--- src/rtl/aes_bridge_pkg.sv ---
//--------------------------------------------------------------------
// shared widths, bus address, aes tables and bridge types
// imported by the loader, round engine, key schedule and read buffer
//--------------------------------------------------------------------
`default_nettype none

package aes_bridge_pkg;

	// widths that carry a meaning
	typedef logic [7:0]   byte_t;   // one byte of the serial data bus
	typedef logic [31:0]  word_t;   // host data and address word
	typedef logic [127:0] block_t;  // aes state, key or ciphertext
	typedef logic [3:0]   round_t;  // round counter

	localparam word_t  BRIDGE_DATA_ADDR = 32'h0000_0510; // the one decoded address
	localparam int     BLOCK_BYTES      = 16;            // bytes per aes block
	localparam round_t NUM_ROUNDS       = 4'd10;         // aes-128

	// first round constant, and the reduction byte for gf(2^8) doubling
	localparam byte_t RCON_INIT = 8'h01;
	localparam byte_t GF_POLY   = 8'h1b;   // x^8 = x^4 + x^3 + x + 1

	typedef enum logic [1:0] {
		LOAD_KEY,   // gathering key bytes
		LOAD_TEXT,  // gathering plaintext bytes
		BUSY        // block in flight or waiting to be read out
	} loader_state_t;

	// payload handed from loader to engine
	typedef struct packed {
		block_t key;
		block_t text;
	} aes_job_t;

	//----------------------------------------------------------------
	// forward s-box, two lines per table row
	//----------------------------------------------------------------
	localparam byte_t SBOX [256] = '{
		8'h63, 8'h7c, 8'h77, 8'h7b, 8'hf2, 8'h6b, 8'h6f, 8'hc5,
		8'h30, 8'h01, 8'h67, 8'h2b, 8'hfe, 8'hd7, 8'hab, 8'h76,
		8'hca, 8'h82, 8'hc9, 8'h7d, 8'hfa, 8'h59, 8'h47, 8'hf0,
		8'had, 8'hd4, 8'ha2, 8'haf, 8'h9c, 8'ha4, 8'h72, 8'hc0,
		8'hb7, 8'hfd, 8'h93, 8'h26, 8'h36, 8'h3f, 8'hf7, 8'hcc,
		8'h34, 8'ha5, 8'he5, 8'hf1, 8'h71, 8'hd8, 8'h31, 8'h15,
		8'h04, 8'hc7, 8'h23, 8'hc3, 8'h18, 8'h96, 8'h05, 8'h9a,
		8'h07, 8'h12, 8'h80, 8'he2, 8'heb, 8'h27, 8'hb2, 8'h75,
		8'h09, 8'h83, 8'h2c, 8'h1a, 8'h1b, 8'h6e, 8'h5a, 8'ha0,
		8'h52, 8'h3b, 8'hd6, 8'hb3, 8'h29, 8'he3, 8'h2f, 8'h84,
		8'h53, 8'hd1, 8'h00, 8'hed, 8'h20, 8'hfc, 8'hb1, 8'h5b,
		8'h6a, 8'hcb, 8'hbe, 8'h39, 8'h4a, 8'h4c, 8'h58, 8'hcf,
		8'hd0, 8'hef, 8'haa, 8'hfb, 8'h43, 8'h4d, 8'h33, 8'h85,
		8'h45, 8'hf9, 8'h02, 8'h7f, 8'h50, 8'h3c, 8'h9f, 8'ha8,
		8'h51, 8'ha3, 8'h40, 8'h8f, 8'h92, 8'h9d, 8'h38, 8'hf5,
		8'hbc, 8'hb6, 8'hda, 8'h21, 8'h10, 8'hff, 8'hf3, 8'hd2,
		8'hcd, 8'h0c, 8'h13, 8'hec, 8'h5f, 8'h97, 8'h44, 8'h17,
		8'hc4, 8'ha7, 8'h7e, 8'h3d, 8'h64, 8'h5d, 8'h19, 8'h73,
		8'h60, 8'h81, 8'h4f, 8'hdc, 8'h22, 8'h2a, 8'h90, 8'h88,
		8'h46, 8'hee, 8'hb8, 8'h14, 8'hde, 8'h5e, 8'h0b, 8'hdb,
		8'he0, 8'h32, 8'h3a, 8'h0a, 8'h49, 8'h06, 8'h24, 8'h5c,
		8'hc2, 8'hd3, 8'hac, 8'h62, 8'h91, 8'h95, 8'he4, 8'h79,
		8'he7, 8'hc8, 8'h37, 8'h6d, 8'h8d, 8'hd5, 8'h4e, 8'ha9,
		8'h6c, 8'h56, 8'hf4, 8'hea, 8'h65, 8'h7a, 8'hae, 8'h08,
		8'hba, 8'h78, 8'h25, 8'h2e, 8'h1c, 8'ha6, 8'hb4, 8'hc6,
		8'he8, 8'hdd, 8'h74, 8'h1f, 8'h4b, 8'hbd, 8'h8b, 8'h8a,
		8'h70, 8'h3e, 8'hb5, 8'h66, 8'h48, 8'h03, 8'hf6, 8'h0e,
		8'h61, 8'h35, 8'h57, 8'hb9, 8'h86, 8'hc1, 8'h1d, 8'h9e,
		8'he1, 8'hf8, 8'h98, 8'h11, 8'h69, 8'hd9, 8'h8e, 8'h94,
		8'h9b, 8'h1e, 8'h87, 8'he9, 8'hce, 8'h55, 8'h28, 8'hdf,
		8'h8c, 8'ha1, 8'h89, 8'h0d, 8'hbf, 8'he6, 8'h42, 8'h68,
		8'h41, 8'h99, 8'h2d, 8'h0f, 8'hb0, 8'h54, 8'hbb, 8'h16
	};

	// multiply by x in gf(2^8), shared by mixcolumns and the rcon update
	function automatic byte_t gf_xtime(input byte_t b);
		return {b[6:0], 1'b0} ^ (b[7] ? GF_POLY : 8'h00);
	endfunction

endpackage

`default_nettype wire

--- src/rtl/aes_cipher_buffer.sv ---
//--------------------------------------------------------------------
// read side of the bridge
// holds one ciphertext block and hands it out a byte per read on the
// arvalid/rvalid/rready channel, then signals drained to re-arm
//--------------------------------------------------------------------
`default_nettype none

module aes_cipher_buffer
	import aes_bridge_pkg::*;
(
	input  wire         clk_main_a0,
	input  wire         rst_main_n_sync,
	input  wire block_t cipher,
	input  wire         done,        // cipher valid this cycle
	input  wire         arvalid_q,   // read request, one cycle
	input  wire word_t  araddr_q,
	input  wire         rready,
	output logic        rvalid,
	output word_t       rdata,
	output logic        drained      // cycle after 16th byte handshake
);

	block_t     buf_q;     // next byte always in [127:120]
	logic       full_q;    // ciphertext held
	logic [4:0] left_q;    // bytes still to hand out
	logic       hit_q;     // response in flight carries a cipher byte
	logic       rd_req;    // request taken this cycle
	logic       rd_data;   // ... and it hits held ciphertext
	logic       rd_done;   // handshake completes

	assign rd_req  = arvalid_q && !rvalid;   // ignored while a response waits
	assign rd_data = rd_req && full_q && (araddr_q == BRIDGE_DATA_ADDR);
	assign rd_done = rvalid && rready;

	//----------------------------------------------------------------
	// read channel and occupancy
	//----------------------------------------------------------------
	always_ff @(posedge clk_main_a0)
	begin
		if (!rst_main_n_sync)
		begin
			rvalid  <= 1'b0;
			rdata   <= '0;
			hit_q   <= 1'b0;
			full_q  <= 1'b0;
			left_q  <= '0;
			drained <= 1'b0;
		end
		else
		begin
			drained <= 1'b0;
			if (done)
			begin
				full_q <= 1'b1;
				left_q <= 5'(BLOCK_BYTES);
			end
			if (rd_req)
			begin
				rvalid <= 1'b1;
				hit_q  <= rd_data;
				rdata  <= rd_data ? {24'h00_0000, buf_q[127:120]} : '0;   // miss reads zero
			end
			else if (rd_done)
			begin
				rvalid <= 1'b0;
				hit_q  <= 1'b0;
				if (hit_q)
				begin
					left_q <= left_q - 5'd1;   // byte consumed only on handshake
					if (left_q == 5'd1)
					begin
						full_q  <= 1'b0;
						drained <= 1'b1;
					end
				end
			end
		end
	end

	// byte shifter
	always_ff @(posedge clk_main_a0)
	begin
		if (done)
			buf_q <= cipher;
		else if (rd_done && hit_q)
			buf_q <= {buf_q[119:0], 8'h00};
	end

endmodule

`default_nettype wire

--- config.mk ---
export PLATFORM = sky130hd
export DESIGN_NAME = aes_cipher_buffer
export DESIGN_NICKNAME = d
export VERILOG_FILES = /design/src/rtl/aes_bridge_pkg.sv /design/src/rtl/aes_cipher_buffer.sv
export SDC_FILE = /design/constraint.sdc
export NUM_CORES = 1
export LEC_CHECK = 0
export ABC_AREA = 1
export BUFFER_PORTS_ARGS = -buffer_cell sky130_fd_sc_hd__buf_2
export CELL_PAD_IN_SITES_DETAIL_PLACEMENT = 1
export CELL_PAD_IN_SITES_GLOBAL_PLACEMENT = 2
export CORE_ASPECT_RATIO = 1.2
export CORE_MARGIN = 8
export CORE_UTILIZATION = 30
export DETAILED_ROUTE_END_ITERATION = 8
export GPL_TIMING_DRIVEN = 0
export PLACE_DENSITY_LB_ADDON = 0.1
export RECOVER_POWER = 50
export SETUP_SLACK_MARGIN = 0.2
export SYNTH_ARGS = -nofsm -noshare
export SYNTH_HDL_FRONTEND = slang
export SYNTH_SLANG_ARGS = --single-unit
export TNS_END_PERCENT = 50
--- constraint.sdc ---
create_clock -name clk_main_a0 -period 4.8 [get_ports clk_main_a0]
set_input_delay 0.72 -clock clk_main_a0 [delete_from_list [all_inputs] [get_ports clk_main_a0]]
set_output_delay 0.72 -clock clk_main_a0 [all_outputs]
set_load 0.02 [all_outputs]
==> results.cfg <==
[detailed_routing]
viasPerCell = 4.28
route.detailed.drc = 0
initialDrtViolationCount = 212
routed_wire_length_per_instance_um = 15.2
vias = 5052
totalWireLength_um = 17900
postRouteAntennaNets = 0
first_pass_iters = 4

[die]
placement_rows = 58
core_area_mm2 = 0.0210
die_w_um = 150
design.die.area_mm2 = 0.0264
vertical_extent_of_the_die_um = 176
effective_utilization_at_floorplan = 0.306
num_io_pins = 199

[clocking]
cts_setup_buffers = 0
clock_sinks = 145
clk_latency_ns = 0.42
cts_root_buffer = sky130_fd_sc_hd__clkbuf_16
cts_repair_resize_count = 0
cts.reportedPaths.clkPinSlew_ns = 0.07
post_cts_hold_buffer_count = 0
cts_buffer_depth = 2
tritoncts.num_buffers = 17
h-tree-depth = 4
tritoncts = built

[place]
dp_hpwl_um = 13700
place.gp.congestion = 0.770
portBuffers = 174
placed_cell_area_mm2 = 0.00777
dpl.cell_count = 1149
dp_slack_ns = 2.12

[worst_setup_path]
crit_slowest_cell = sky130_fd_sc_hd__nand2_4
worst-endpoint-arrival_ns = 2.49
cp_data_required_time_ns = 4.88
r2r_slack_ns = 2.39
setup.worst_path.end_class = flop
start_kind = flop
max_stage_delay_ns = 0.70
crit-reg2reg-capture = buf_q[55]
crit_chain = nand2_1 > nor2_1 > inv_2 > nand2_4 > buf_16
r2r-start = rvalid
critical_path_peak_fanout = 69
path_buf_inv = 2
delay_heaviest_family_cp = simple AND/OR/NAND/NOR gates
worst-setup-path-type = reg -> reg
worst_r2r_path_depth = 5

[global_routing]
globalRouteTotalUtil = 0.135
final_global_route_overflow_total = 0
globalRouteMet2Util = 0.240
first_pass_grt_wire_length_um = 27800
globalRoute.busiestLayer = met2
grt_max_degree = 70
use_met3 = 0.0456
first_global_vias = 5650
grt.met1_usage = 0.151
antenna_violations_before_repair = 4

[yosys]
netlist_top_cells_area = sky130_fd_sc_hd__edfxtp_1 60%, sky130_fd_sc_hd__nand2_1 23%, sky130_fd_sc_hd__dfxtp_1 5.3%
synthesis.area_per_instance_um2 = 9.45
ys_warnings = 0
synth_seq_cells = 145
syn-instance-count = 681
netlist.area_leader.share = 0.597
yosys.area.top_type = sky130_fd_sc_hd__edfxtp_1
synth.cell_area_mm2 = 0.00644
synth_cell_types = 26
synth_seq_area_share = 0.650

[min_path]
min_delay_path_depth = 2
min_to = rdata[4]
holdCritStartpoint = rdata[4]
kind_of_path_behind_the_tightest_hold_check = reg -> reg

[sta]
rsz0062_at_grt = no
slew_violations = 0
slew_headroom = 0.373
report.final.setup_viol = 0
whs_ns = 0.467
final_clock_skew_ns = 0.0108
layout_worst_path_cycle_share = 0.502
layout_setup_ws_ns = 2.39
max_freq_mhz = 415
worst_pin_slew_ns = 0.941
post-route-min-period_ns = 2.41
report.final.hold_viol_count = 0

[run_status]
status = finished clean

[final_layout]
post_route_cells_drive_above_1_share = 0.268
post-route-cell-area_mm2 = 0.00836
final_non_filler_cells = 1181
syn2layout_area_growth_pct = 29.8
antenna_cells = 0
nNetsFinal = 1065

[power]
ir_drop_mv = 0.256
power-per-cell-area_mw_per_mm2 = 381
power_leakage_nw = 4.02

[run]
max_cap_viol_count = 0
## final cells by class
type,count,area (µm²)
Fill cell,2531,12700
Sequential cell,145,4180
Multi-Input combinational cell,485,1920
Timing Repair Buffer,175,896
Clock buffer,21,504
Tap cell,270,338
Buffer,52,297
Clock inverter,11,138
Inverter,22,82.6
## metrics by stage
step           total power [mW]  utilization  setup TNS [ns]
2_1_floorplan              1.68            -               0
3_3_place_gp               1.81        0.367         -121.44
3_5_place_dp               1.81        0.369               0
4_1_cts                    3.24        0.400               0
5_1_grt                    3.33        0.397               0
6_report                   3.19        0.397               0
## synth_stat cells (all sizes together)
library cell,count
a211oi,2
a21oi,13
and2,1
buf,47
clkbuf,5
clkinv,1
conb,1
dfxtp,17
edfxtp,128
ha,2
inv,21
nand2,397
nand3,12
nand3b,1
nand4,1
nor2,27
nor3,1
o21ai,3
o22ai,1
## routing by layer
| metal | up-vias | wire (µm) | share of wire |
|---|---|---|---|
| li1 | 2571 | - | - |
| met1 | 2334 | 7440 | 0.41 |
| met2 | 118 | 9230 | 0.51 |
| met3 | 21 | 1060 | 0.059 |
| met4 | 8 | 154 | 0.0086 |
| met5 | - | 48 | 0.0027 |
## worst max-delay path by stage
stage / endpoint / depth (start not counted) / startpoint
global placement: buf_q[38] / 5 / rready
CTS: left_q[1] / 8 / rvalid
finish: buf_q[55] / 5 / rvalid
detailed placement: left_q[1] / 9 / rready
global route: left_q[1] / 8 / rvalid
floorplan: buf_q[0] / 4 / rready
## placed cells by master, fill, tap and decap left out, types with 2 or more instances in the layout
master	Yosys	routed
sky130_fd_sc_hd__inv_6	0	3
sky130_fd_sc_hd__edfxtp_1	128	128
sky130_fd_sc_hd__a21oi_1	13	13
sky130_fd_sc_hd__nand2_1	395	395
sky130_fd_sc_hd__ha_1	2	2
sky130_fd_sc_hd__nor2_1	21	25
sky130_fd_sc_hd__clkbuf_1	5	22
sky130_fd_sc_hd__conb_1	1	24
sky130_fd_sc_hd__inv_2	3	2
sky130_fd_sc_hd__bufinv_16	0	2
sky130_fd_sc_hd__buf_2	23	181
sky130_fd_sc_hd__buf_4	24	24
sky130_fd_sc_hd__dfxtp_1	17	17
sky130_fd_sc_hd__o21ai_0	3	3
sky130_fd_sc_hd__clkbuf_16	0	20
sky130_fd_sc_hd__nand3_1	12	12
sky130_fd_sc_hd__inv_1	18	19
sky130_fd_sc_hd__clkinv_4	0	4
## tightest hold or removal path: stages (launching register included)
cell	delay (ns)
sky130_fd_sc_hd__dfxtp_1	0.31
sky130_fd_sc_hd__nand2_1	0.06
sky130_fd_sc_hd__a21oi_1	0.05
## sequential cells by signal, indices dropped and copies added, names as in the netlist
| register | flops |
|---|---|
| drained | 1 |
| left_q | 5 |
| rdata | 8 |
| full_q | 1 |
| hit_q | 1 |
| buf_q | 128 |
| rvalid | 1 |
## power by group
group	total, mW	internal, mW	switching [mW]
clock network	1.41	0.870	0.538
logic	0.280	0.111	0.169
registers	1.50	1.47	0.0238
## kinds of logic after synthesis
group	share of synthesized area
AO/OA/AOI/OAI	0.0165
adder cells (fa/ha/maj)	0.00389
buffers and inverters	0.0616
other	0.000583
flip-flops	0.650
AND/OR/NAND/NOR	0.267
(Power assumes the default switching activity.)
