## src/rtl/aes_bridge_pkg.sv

```systemverilog
//--------------------------------------------------------------------
// shared widths, bus address, aes tables and bridge types
// imported by the loader, round engine, key schedule and read buffer
//--------------------------------------------------------------------
`default_nettype none

package aes_bridge_pkg;

	// widths that carry a meaning
	typedef logic [7:0]   byte_t;   // one byte of the serial data bus
	typedef logic [31:0]  word_t;   // host data and address word
	typedef logic [127:0] block_t;  // aes state, key or ciphertext
	typedef logic [3:0]   round_t;  // round counter

	localparam word_t  BRIDGE_DATA_ADDR = 32'h0000_0510; // the one decoded address
	localparam int     BLOCK_BYTES      = 16;            // bytes per aes block
	localparam round_t NUM_ROUNDS       = 4'd10;         // aes-128

	// first round constant, and the reduction byte for gf(2^8) doubling
	localparam byte_t RCON_INIT = 8'h01;
	localparam byte_t GF_POLY   = 8'h1b;   // x^8 = x^4 + x^3 + x + 1

	typedef enum logic [1:0] {
		LOAD_KEY,   // gathering key bytes
		LOAD_TEXT,  // gathering plaintext bytes
		BUSY        // block in flight or waiting to be read out
	} loader_state_t;

	// payload handed from loader to engine
	typedef struct packed {
		block_t key;
		block_t text;
	} aes_job_t;

	//----------------------------------------------------------------
	// forward s-box, two lines per table row
	//----------------------------------------------------------------
	localparam byte_t SBOX [256] = '{
		8'h63, 8'h7c, 8'h77, 8'h7b, 8'hf2, 8'h6b, 8'h6f, 8'hc5,
		8'h30, 8'h01, 8'h67, 8'h2b, 8'hfe, 8'hd7, 8'hab, 8'h76,
		8'hca, 8'h82, 8'hc9, 8'h7d, 8'hfa, 8'h59, 8'h47, 8'hf0,
		8'had, 8'hd4, 8'ha2, 8'haf, 8'h9c, 8'ha4, 8'h72, 8'hc0,
		8'hb7, 8'hfd, 8'h93, 8'h26, 8'h36, 8'h3f, 8'hf7, 8'hcc,
		8'h34, 8'ha5, 8'he5, 8'hf1, 8'h71, 8'hd8, 8'h31, 8'h15,
		8'h04, 8'hc7, 8'h23, 8'hc3, 8'h18, 8'h96, 8'h05, 8'h9a,
		8'h07, 8'h12, 8'h80, 8'he2, 8'heb, 8'h27, 8'hb2, 8'h75,
		8'h09, 8'h83, 8'h2c, 8'h1a, 8'h1b, 8'h6e, 8'h5a, 8'ha0,
		8'h52, 8'h3b, 8'hd6, 8'hb3, 8'h29, 8'he3, 8'h2f, 8'h84,
		8'h53, 8'hd1, 8'h00, 8'hed, 8'h20, 8'hfc, 8'hb1, 8'h5b,
		8'h6a, 8'hcb, 8'hbe, 8'h39, 8'h4a, 8'h4c, 8'h58, 8'hcf,
		8'hd0, 8'hef, 8'haa, 8'hfb, 8'h43, 8'h4d, 8'h33, 8'h85,
		8'h45, 8'hf9, 8'h02, 8'h7f, 8'h50, 8'h3c, 8'h9f, 8'ha8,
		8'h51, 8'ha3, 8'h40, 8'h8f, 8'h92, 8'h9d, 8'h38, 8'hf5,
		8'hbc, 8'hb6, 8'hda, 8'h21, 8'h10, 8'hff, 8'hf3, 8'hd2,
		8'hcd, 8'h0c, 8'h13, 8'hec, 8'h5f, 8'h97, 8'h44, 8'h17,
		8'hc4, 8'ha7, 8'h7e, 8'h3d, 8'h64, 8'h5d, 8'h19, 8'h73,
		8'h60, 8'h81, 8'h4f, 8'hdc, 8'h22, 8'h2a, 8'h90, 8'h88,
		8'h46, 8'hee, 8'hb8, 8'h14, 8'hde, 8'h5e, 8'h0b, 8'hdb,
		8'he0, 8'h32, 8'h3a, 8'h0a, 8'h49, 8'h06, 8'h24, 8'h5c,
		8'hc2, 8'hd3, 8'hac, 8'h62, 8'h91, 8'h95, 8'he4, 8'h79,
		8'he7, 8'hc8, 8'h37, 8'h6d, 8'h8d, 8'hd5, 8'h4e, 8'ha9,
		8'h6c, 8'h56, 8'hf4, 8'hea, 8'h65, 8'h7a, 8'hae, 8'h08,
		8'hba, 8'h78, 8'h25, 8'h2e, 8'h1c, 8'ha6, 8'hb4, 8'hc6,
		8'he8, 8'hdd, 8'h74, 8'h1f, 8'h4b, 8'hbd, 8'h8b, 8'h8a,
		8'h70, 8'h3e, 8'hb5, 8'h66, 8'h48, 8'h03, 8'hf6, 8'h0e,
		8'h61, 8'h35, 8'h57, 8'hb9, 8'h86, 8'hc1, 8'h1d, 8'h9e,
		8'he1, 8'hf8, 8'h98, 8'h11, 8'h69, 8'hd9, 8'h8e, 8'h94,
		8'h9b, 8'h1e, 8'h87, 8'he9, 8'hce, 8'h55, 8'h28, 8'hdf,
		8'h8c, 8'ha1, 8'h89, 8'h0d, 8'hbf, 8'he6, 8'h42, 8'h68,
		8'h41, 8'h99, 8'h2d, 8'h0f, 8'hb0, 8'h54, 8'hbb, 8'h16
	};

	// multiply by x in gf(2^8), shared by mixcolumns and the rcon update
	function automatic byte_t gf_xtime(input byte_t b);
		return {b[6:0], 1'b0} ^ (b[7] ? GF_POLY : 8'h00);
	endfunction

endpackage

`default_nettype wire

```

## src/rtl/aes_byte_loader.sv

```systemverilog
//--------------------------------------------------------------------
// write side of the bridge
// takes the low byte of each write at the data address, builds key
// then plaintext, and launches one block per 32 accepted bytes
//--------------------------------------------------------------------
`default_nettype none

module aes_byte_loader
	import aes_bridge_pkg::*;
(
	input  wire         clk_main_a0,
	input  wire         rst_main_n_sync,
	input  wire         wready,          // write strobe, no back-pressure
	input  wire word_t  wr_addr,
	input  wire word_t  wdata,           // only [7:0] is taken
	input  wire         drained,         // last cipher byte read out
	output aes_job_t    job,
	output logic        start            // one cycle, after 32nd byte
);

	loader_state_t state_q;
	logic [3:0]    byte_cnt_q;   // bytes taken in the current half
	logic          wr_hit;       // write accepted this cycle
	logic          last_byte;    // 16th byte of key or text
	byte_t         wr_byte;

	// writes while busy simply fall on the floor
	assign wr_hit    = wready && (wr_addr == BRIDGE_DATA_ADDR) && (state_q != BUSY);
	assign last_byte = (byte_cnt_q == 4'(BLOCK_BYTES - 1));
	assign wr_byte   = wdata[7:0];

	//----------------------------------------------------------------
	// fsm and byte counter
	//----------------------------------------------------------------
	always_ff @(posedge clk_main_a0)
	begin
		if (!rst_main_n_sync)
		begin
			state_q    <= LOAD_KEY;
			byte_cnt_q <= '0;
			start      <= 1'b0;
		end
		else
		begin
			start <= 1'b0;   // pulse by default
			if (wr_hit)
				byte_cnt_q <= byte_cnt_q + 4'd1;   // wraps 15 -> 0 at each half
			case (state_q)
				LOAD_KEY:
				begin
					if (wr_hit && last_byte)
						state_q <= LOAD_TEXT;
				end
				LOAD_TEXT:
				begin
					if (wr_hit && last_byte)
					begin
						state_q <= BUSY;
						start   <= 1'b1;   // job complete next cycle
					end
				end
				BUSY:
				begin
					if (drained)
						state_q <= LOAD_KEY;   // re-arm for next key
				end
				default: state_q <= LOAD_KEY;
			endcase
		end
	end

	// byte shifters, first byte ends up most significant
	always_ff @(posedge clk_main_a0)
	begin
		if (wr_hit && (state_q == LOAD_KEY))
			job.key <= {job.key[119:0], wr_byte};
		if (wr_hit && (state_q == LOAD_TEXT))
			job.text <= {job.text[119:0], wr_byte};
	end

endmodule

`default_nettype wire

```

## config.mk

```make
export PLATFORM = sky130hd
export DESIGN_NAME = aes_byte_loader
export DESIGN_NICKNAME = d
export VERILOG_FILES = /design/src/rtl/aes_bridge_pkg.sv /design/src/rtl/aes_byte_loader.sv
export SDC_FILE = /design/constraint.sdc
export NUM_CORES = 1
export LEC_CHECK = 0
export ABC_AREA = 0
export BUFFER_PORTS_ARGS = -buffer_cell sky130_fd_sc_hd__buf_2
export CAP_MARGIN = 0
export CORE_MARGIN = 2
export CORE_UTILIZATION = 43
export CTS_CLUSTER_DIAMETER = 120
export DETAILED_ROUTE_END_ITERATION = 6
export PLACE_DENSITY = 0.81
export SLEW_MARGIN = 20
export SYNTH_ARGS = -nofsm -noshare
export SYNTH_HDL_FRONTEND = slang
export SYNTH_SLANG_ARGS = --single-unit
```

## constraint.sdc

```tcl
create_clock -name clk_main_a0 -period 13.3 [get_ports clk_main_a0]
set_input_delay 1.995 -clock clk_main_a0 [delete_from_list [all_inputs] [get_ports clk_main_a0]]
set_output_delay 1.995 -clock clk_main_a0 [all_outputs]
set_load 0.05 [all_outputs]
```

==> impl_metrics.csv, run 1 <==
group,metric,value,unit
layout,diodes,0,
timing,fin_worst_skew,0.0104,ns
critical_path,ff2ff_path_depth,5,
timing,worst_pin_slew,1.04,ns
critical_path,worstSetupPathType,"in2reg",
global_routing,grt_use_total,16.5,%
routing,firstDrtPassIters,4,
floorplan,die_h,142,microns
routing,drc_errors,0,
cts,clk_latency,0.51,ns
routing,routed_wl,17.3,mm
job,max_cap_viol_count,0,
cts,root_buffer,"clkbuf_16",
logic_synthesis,synth_top_area_cell,"edfxtp_1",
worst_hold_path,min_path_type,"reg2reg",
logic_synthesis,ys_ff_latch,263,
cts,clk_path_buf_depth,3,
routing,viasPerCell,4.90,
logic_synthesis,yosys_warnings,0,
logic_synthesis,syn_inst,307,
status,status,"completed",
cts,cts_hold_buf,0,
timing,setup_viol,0,
global_routing,antenna_found_initial,0,
layout,final_common_cell,"buf_2",
cts,cts_setup_buffers,0,
floorplan,die_area,20100,sq um
layout,fillers,1357,
logic_synthesis,synth_fp_nets,376,
global_routing,grt_overflow,0,
routing,via_count,4357,
timing,hold_viol_final,0,
routing,wire_per_inst,19.5,microns
logic_synthesis,synth.cell_area,8180,sq um
critical_path,end_kind,"flop",
logic_synthesis,syn_area_per_cell,26.6,sq um
timing,final.setup.tns,0,ns
power,power.leakage,0.00405,uW
worst_hold_path,holdPathStages,0,
logic_synthesis,netlist-cell-type-count,27,
critical_path,critPathMaxFanout,65,
place,portBuffers,300,
floorplan,rows,50,
timing,rsz0062_at_grt,"no",
place,place.detailed.hpwl,12.1,mm
timing,min_period,4.96,ns
critical_path,reg2reg_slack,9.75,ns
place,gp_congestion,0.854,
cts,clk_pin_slew_worst_paths,0.06,ns
floorplan,die_w,142,microns
logic_synthesis,synth_area_leaders,"edfxtp_1 94%, dfxtp_1 1.7%, mux2i_1 0.61%",
critical_path,cp_data_arrival_time,5.09,ns
floorplan,ios,325,
logic_synthesis,yosysSeqAreaShare,95.7,%
power,powerDensity,144,nW/um^2
timing,period_share,37.3,%
cts,cts.repair.resized,0,
timing,maxSlewViolCount,0,
global_routing,grt_pass1_wl,25.3,mm
cts,cts_tree,"yes",
critical_path,cp-start-kind,"input port",
routing,ant_nets,0,
layout,layout_common_cells,"300 x buf_2, 256 x edfxtp_1, 27 x clkbuf_16",
layout,layout-drive-gt1-share,53.0,%
cts,h-tree-depth,1,
power,peakVddDrop,0.112,mV
cts,cts_buffers,26,
critical_path,crit_required,13.43,ns
floorplan,start_util,43.7,%
global_routing,grt_max_degree,66,
timing,worst_hold_slack,0.437,ns
logic_synthesis,yosysTopAreaCellShare,94.0,%
timing,fmax,0.202,GHz
cts,numClockSinks,263,
routing,drt_iter0_drc,188,
global_routing,first_global_vias,4399,
floorplan,core,18700,sq um
timing,slew_headroom,30.9,%
layout,area_delta_synth_final,31.5,%
layout,nets,707,
[layer usage]
| metal | track usage [%] | wire, microns | vias to the layer above |
|---|---|---|---|
| met5 | 0 | 0 | - |
| li1 | - | - | 1907 |
| met2 | 27.7 | 8240 | 278 |
| met1 | 19.1 | 6550 | 2136 |
| met4 | 6.00 | 574 | 0 |
| met3 | 6.85 | 1990 | 36 |
[kinds of logic (layout without fill, tap and decap cells)]
| group | after synthesis | count (layout) | share of synthesized area, % |
|---|---|---|---|
| fa+ha+maj | 1 | 1 | 0.153 |
| flops | 263 | 263 | 95.7 |
| compound gates | 1 | 1 | 0.0918 |
| buf+inv | 2 | 350 | 0.0917 |
| simple gates | 35 | 35 | 3.34 |
| mux | 5 | 5 | 0.612 |
[synthesized netlist by cell type]
cell type	number
edfxtp_1	256
dfxtp_1	7
nand2_1	6
mux2i_1	5
nor4_1	4
nand2b_1	3
nor4_2	3
nand3_1	2
nor3b_1	2
nor4b_1	2
a21o_1	1
and3b_1	1
and3b_2	1
clkbuf_1	1
ha_1	1
inv_1	1
nand3_2	1
nand3b_1	1
nand4_4	1
nand4bb_1	1
nor2_1	1
nor2b_1	1
nor3_1	1
nor3_4	1
or2_1	1
or3b_2	1
or4_4	1
[area by class of cell]
class | count | area [sq um] | area share [%]
flip-flops and latches | 263 | 7830 | 72.8
multi-input cells | 42 | 352 | 3.27
repair buffers | 304 | 1530 | 14.2
clock inverters | 13 | 55.1 | 0.512
well taps | 234 | 293 | 2.72
clock buffers | 32 | 694 | 6.46
inverters | 1 | 3.75 | 0.0349
[state kept, by name, indices dropped and copies added, names as in the netlist]
register	count
byte_cnt_q	4
job	256
start	1
state_q	2
[metrics by stage]
step           utilization, %  instances  power [uW]  setup slack, ns  instance area (sq um)
3_3_place_gp             53.5        844         921             7.97                  10000
6_report                 57.5        889        1550             8.34                  10800
2_1_floorplan               -        307         915            0.217                   8180
5_1_grt                  57.5        889        1590             8.11                  10800
4_1_cts                  57.5        889        1560             8.29                  10800
3_5_place_dp             53.5        844         922             7.83                  10000
[final timing paths]
check | end | from
setup reg to reg | job[123] | state_q[1]
hold / removal | job[14] | job[6]
hold reg to reg | job[14] | job[6]
setup / recovery | job[123] | wr_addr[3]
[report_power, final]
| part | internal (uW) | switching [uW] | leakage, uW | total, uW |
|---|---|---|---|---|
| Combinational | 5.22 | 3.49 | 0.00132 | 8.71 |
| Clock | 366 | 276 | 0.000371 | 643 |
| Sequential | 896 | 0.00000000585 | 0.00236 | 896 |
| Total | 1270 | 280 | 0.00405 | 1550 |
[critical path, stage by stage]
cell and delay, ns:
buf_2 0.10, nor4b_1 0.61, nand4_4 0.24, nor3_4 0.35
and3b_4 0.89, buf_4 0.77
No activity file was read; power rests on OpenSTA's default activity.
==> inputs of run 2 (changes only) <==
Clock period 13.3 ns to 3.97 ns, I/O delays scaled along.
==> run 2 against run 1 <==
Effect of this change:
- cell count shrank 0.56%
- flip-flop and latch count unchanged
- highest routed layer unchanged
- largest cell class unchanged
- non-clock buffer count stayed put
- hold slack got worse by 0.17 ns
==> impl_metrics.csv, run 2 (synthesis gave the netlist of run 1 again) <==
group,metric,value,unit
power,p_switching,928,uW
critical_path,crit_chain,"nor2b_1, or4_4, nor3_4, nor3b_4, buf_4",
global_routing,grt_pass1_wl,25.8,mm
floorplan,ios,325,
job,max_cap_viol_count,0,
cts,root_buffer,"clkbuf_16",
power,comb_power_share,0.6,%
global_routing,grt_use_total,16.8,%
layout,fillers,1347,
global_routing,first_global_vias,4490,
place,postPlaceCellArea,10100,sq um
layout,stdcell_area,10800,sq um
critical_path,crit_slowest_cell,"buf_4",
layout,nets,707,
critical_path,worstSetupPathType,"reg2reg",
timing,hold_viol_final,0,
floorplan,die_w,142,microns
cts,numClockSinks,263,
routing,wire_per_inst,19.9,microns
timing,fmax,0.372,GHz
power,pwr-share-seq,58.1,%
timing,slew_headroom,54.6,%
power,sw_frac_of_total,18.0,%
routing,routed_wl,17.6,mm
timing,fin_worst_skew,0.0161,ns
cts,clk_path_buf_depth,3,
cts,clk_latency,0.51,ns
floorplan,rows,50,
place,place.detailed.hpwl,12.4,mm
layout,seq_area,7830,sq um
status,status,"completed",
cts,cts_hold_buf,0,
layout,top_register,"job",
power,powerDensity,478,nW/um^2
routing,via_count,4329,
floorplan,die_area,20100,sq um
critical_path,critPathTopFamily,"simple AND/OR/NAND/NOR gates",
power,peakVddDrop,0.322,mV
place,gp_congestion,0.827,
place,portBuffers,300,
cts,cts.repair.resized,0,
cts,cts_setup_buffers,0,
cts,cts_tree,"yes",
timing,worst_pin_slew,0.681,ns
timing,min_period,2.69,ns
routing,ant_nets,0,
critical_path,crit_required,4.11,ns
timing,rsz0062_at_grt,"no",
layout,layout_common_cells,"300 x buf_2, 256 x edfxtp_1, 27 x clkbuf_16",
routing,drc_errors,0,
timing,period_share,67.7,%
timing,maxSlewViolCount,0,
critical_path,cp_data_arrival_time,2.82,ns
cts,clk_pin_slew_worst_paths,0.06,ns
timing,layout_setup_ws,1.28,ns
critical_path,cp-start-kind,"flop",
layout,diodes,0,
power,power.leakage,0.00405,uW
routing,drt_iter0_drc,198,
power,power,5160,uW
critical_path,crit_buf_inv,1,
place,post-place-ws,0.978,ns
layout,final_common_cell,"buf_2",
layout,top_regs,"job: 256 flops, byte_cnt_q: 4 flops, state_q: 2 flops",
layout,largest_register_ffs,256,
critical_path,critPathMaxFanout,52,
timing,worst_hold_slack,0.265,ns
cts,cts_buffers,26,
global_routing,grt_max_degree,78,
global_routing,grt_overflow,0,
floorplan,die_h,142,microns
power,p_int,4230,uW
critical_path,cp_slowest_stage_delay,0.58,ns
timing,setup_viol,0,
global_routing,antenna_found_initial,0,
layout,multi_input_area,383,sq um
worst_hold_path,min_path_type,"in2reg",
floorplan,core,18700,sq um
layout,layout-drive-gt1-share,53.7,%
routing,firstDrtPassIters,4,
critical_path,end_kind,"flop",
power,pwr-share-clk,41.3,%
routing,viasPerCell,4.90,
floorplan,start_util,43.7,%
layout,area_delta_synth_final,32.1,%
cts,h-tree-depth,1,
## run 2: stage by stage
step	cells	util, %	setup TNS, ns
after floorplan	307	-	-155.87
after global routing	884	57.8	0
after CTS	884	57.8	0
after detailed placement	844	53.9	0
final	884	57.8	0
after global placement	844	53.9	0
## run 2: path summary, 6_finish.rpt
path / start / end / slack [ns] / cells past startpoint
setup / recovery: state_q[0] / job[202] / 1.28 / 5
hold / removal: wdata[7] / job[7] / 0.26 / 1
setup reg to reg: state_q[0] / job[202] / 1.28 / 5
hold reg to reg: job[165] / job[173] / 0.44 / 0
## run 2: layout make-up
cell class / count / share of cell area (%)
clock inverters: 9 / 0.347
clock buffers: 31 / 6.39
repair buffers: 304 / 14.5
well taps: 234 / 2.71
multi-input cells: 42 / 3.54
inverters: 1 / 0.0347
flip-flops and latches: 263 / 72.4
## run 2: power by group through the flow
stage	clock network [uW]	logic, uW	registers [uW]
floorplan	0	6.34	3060
global placement	0	28.8	3060
detailed placement	0	30.5	3060
CTS	2190	30.6	3000
global route	2280	33.5	3000
finish	2130	30.7	3000
## run 2: metal layers
layer / wire [microns] / part of all wire [%] / GRT usage, % / vias to the layer above
met4: 772 / 4.4 / 7.58 / 0
li1: - / - / - / 1902
met5: 0 / 0 / 0 / -
met1: 6520 / 37 / 19.7 / 2088
met3: 2030 / 12 / 7.09 / 50
met2: 8230 / 47 / 27.1 / 289
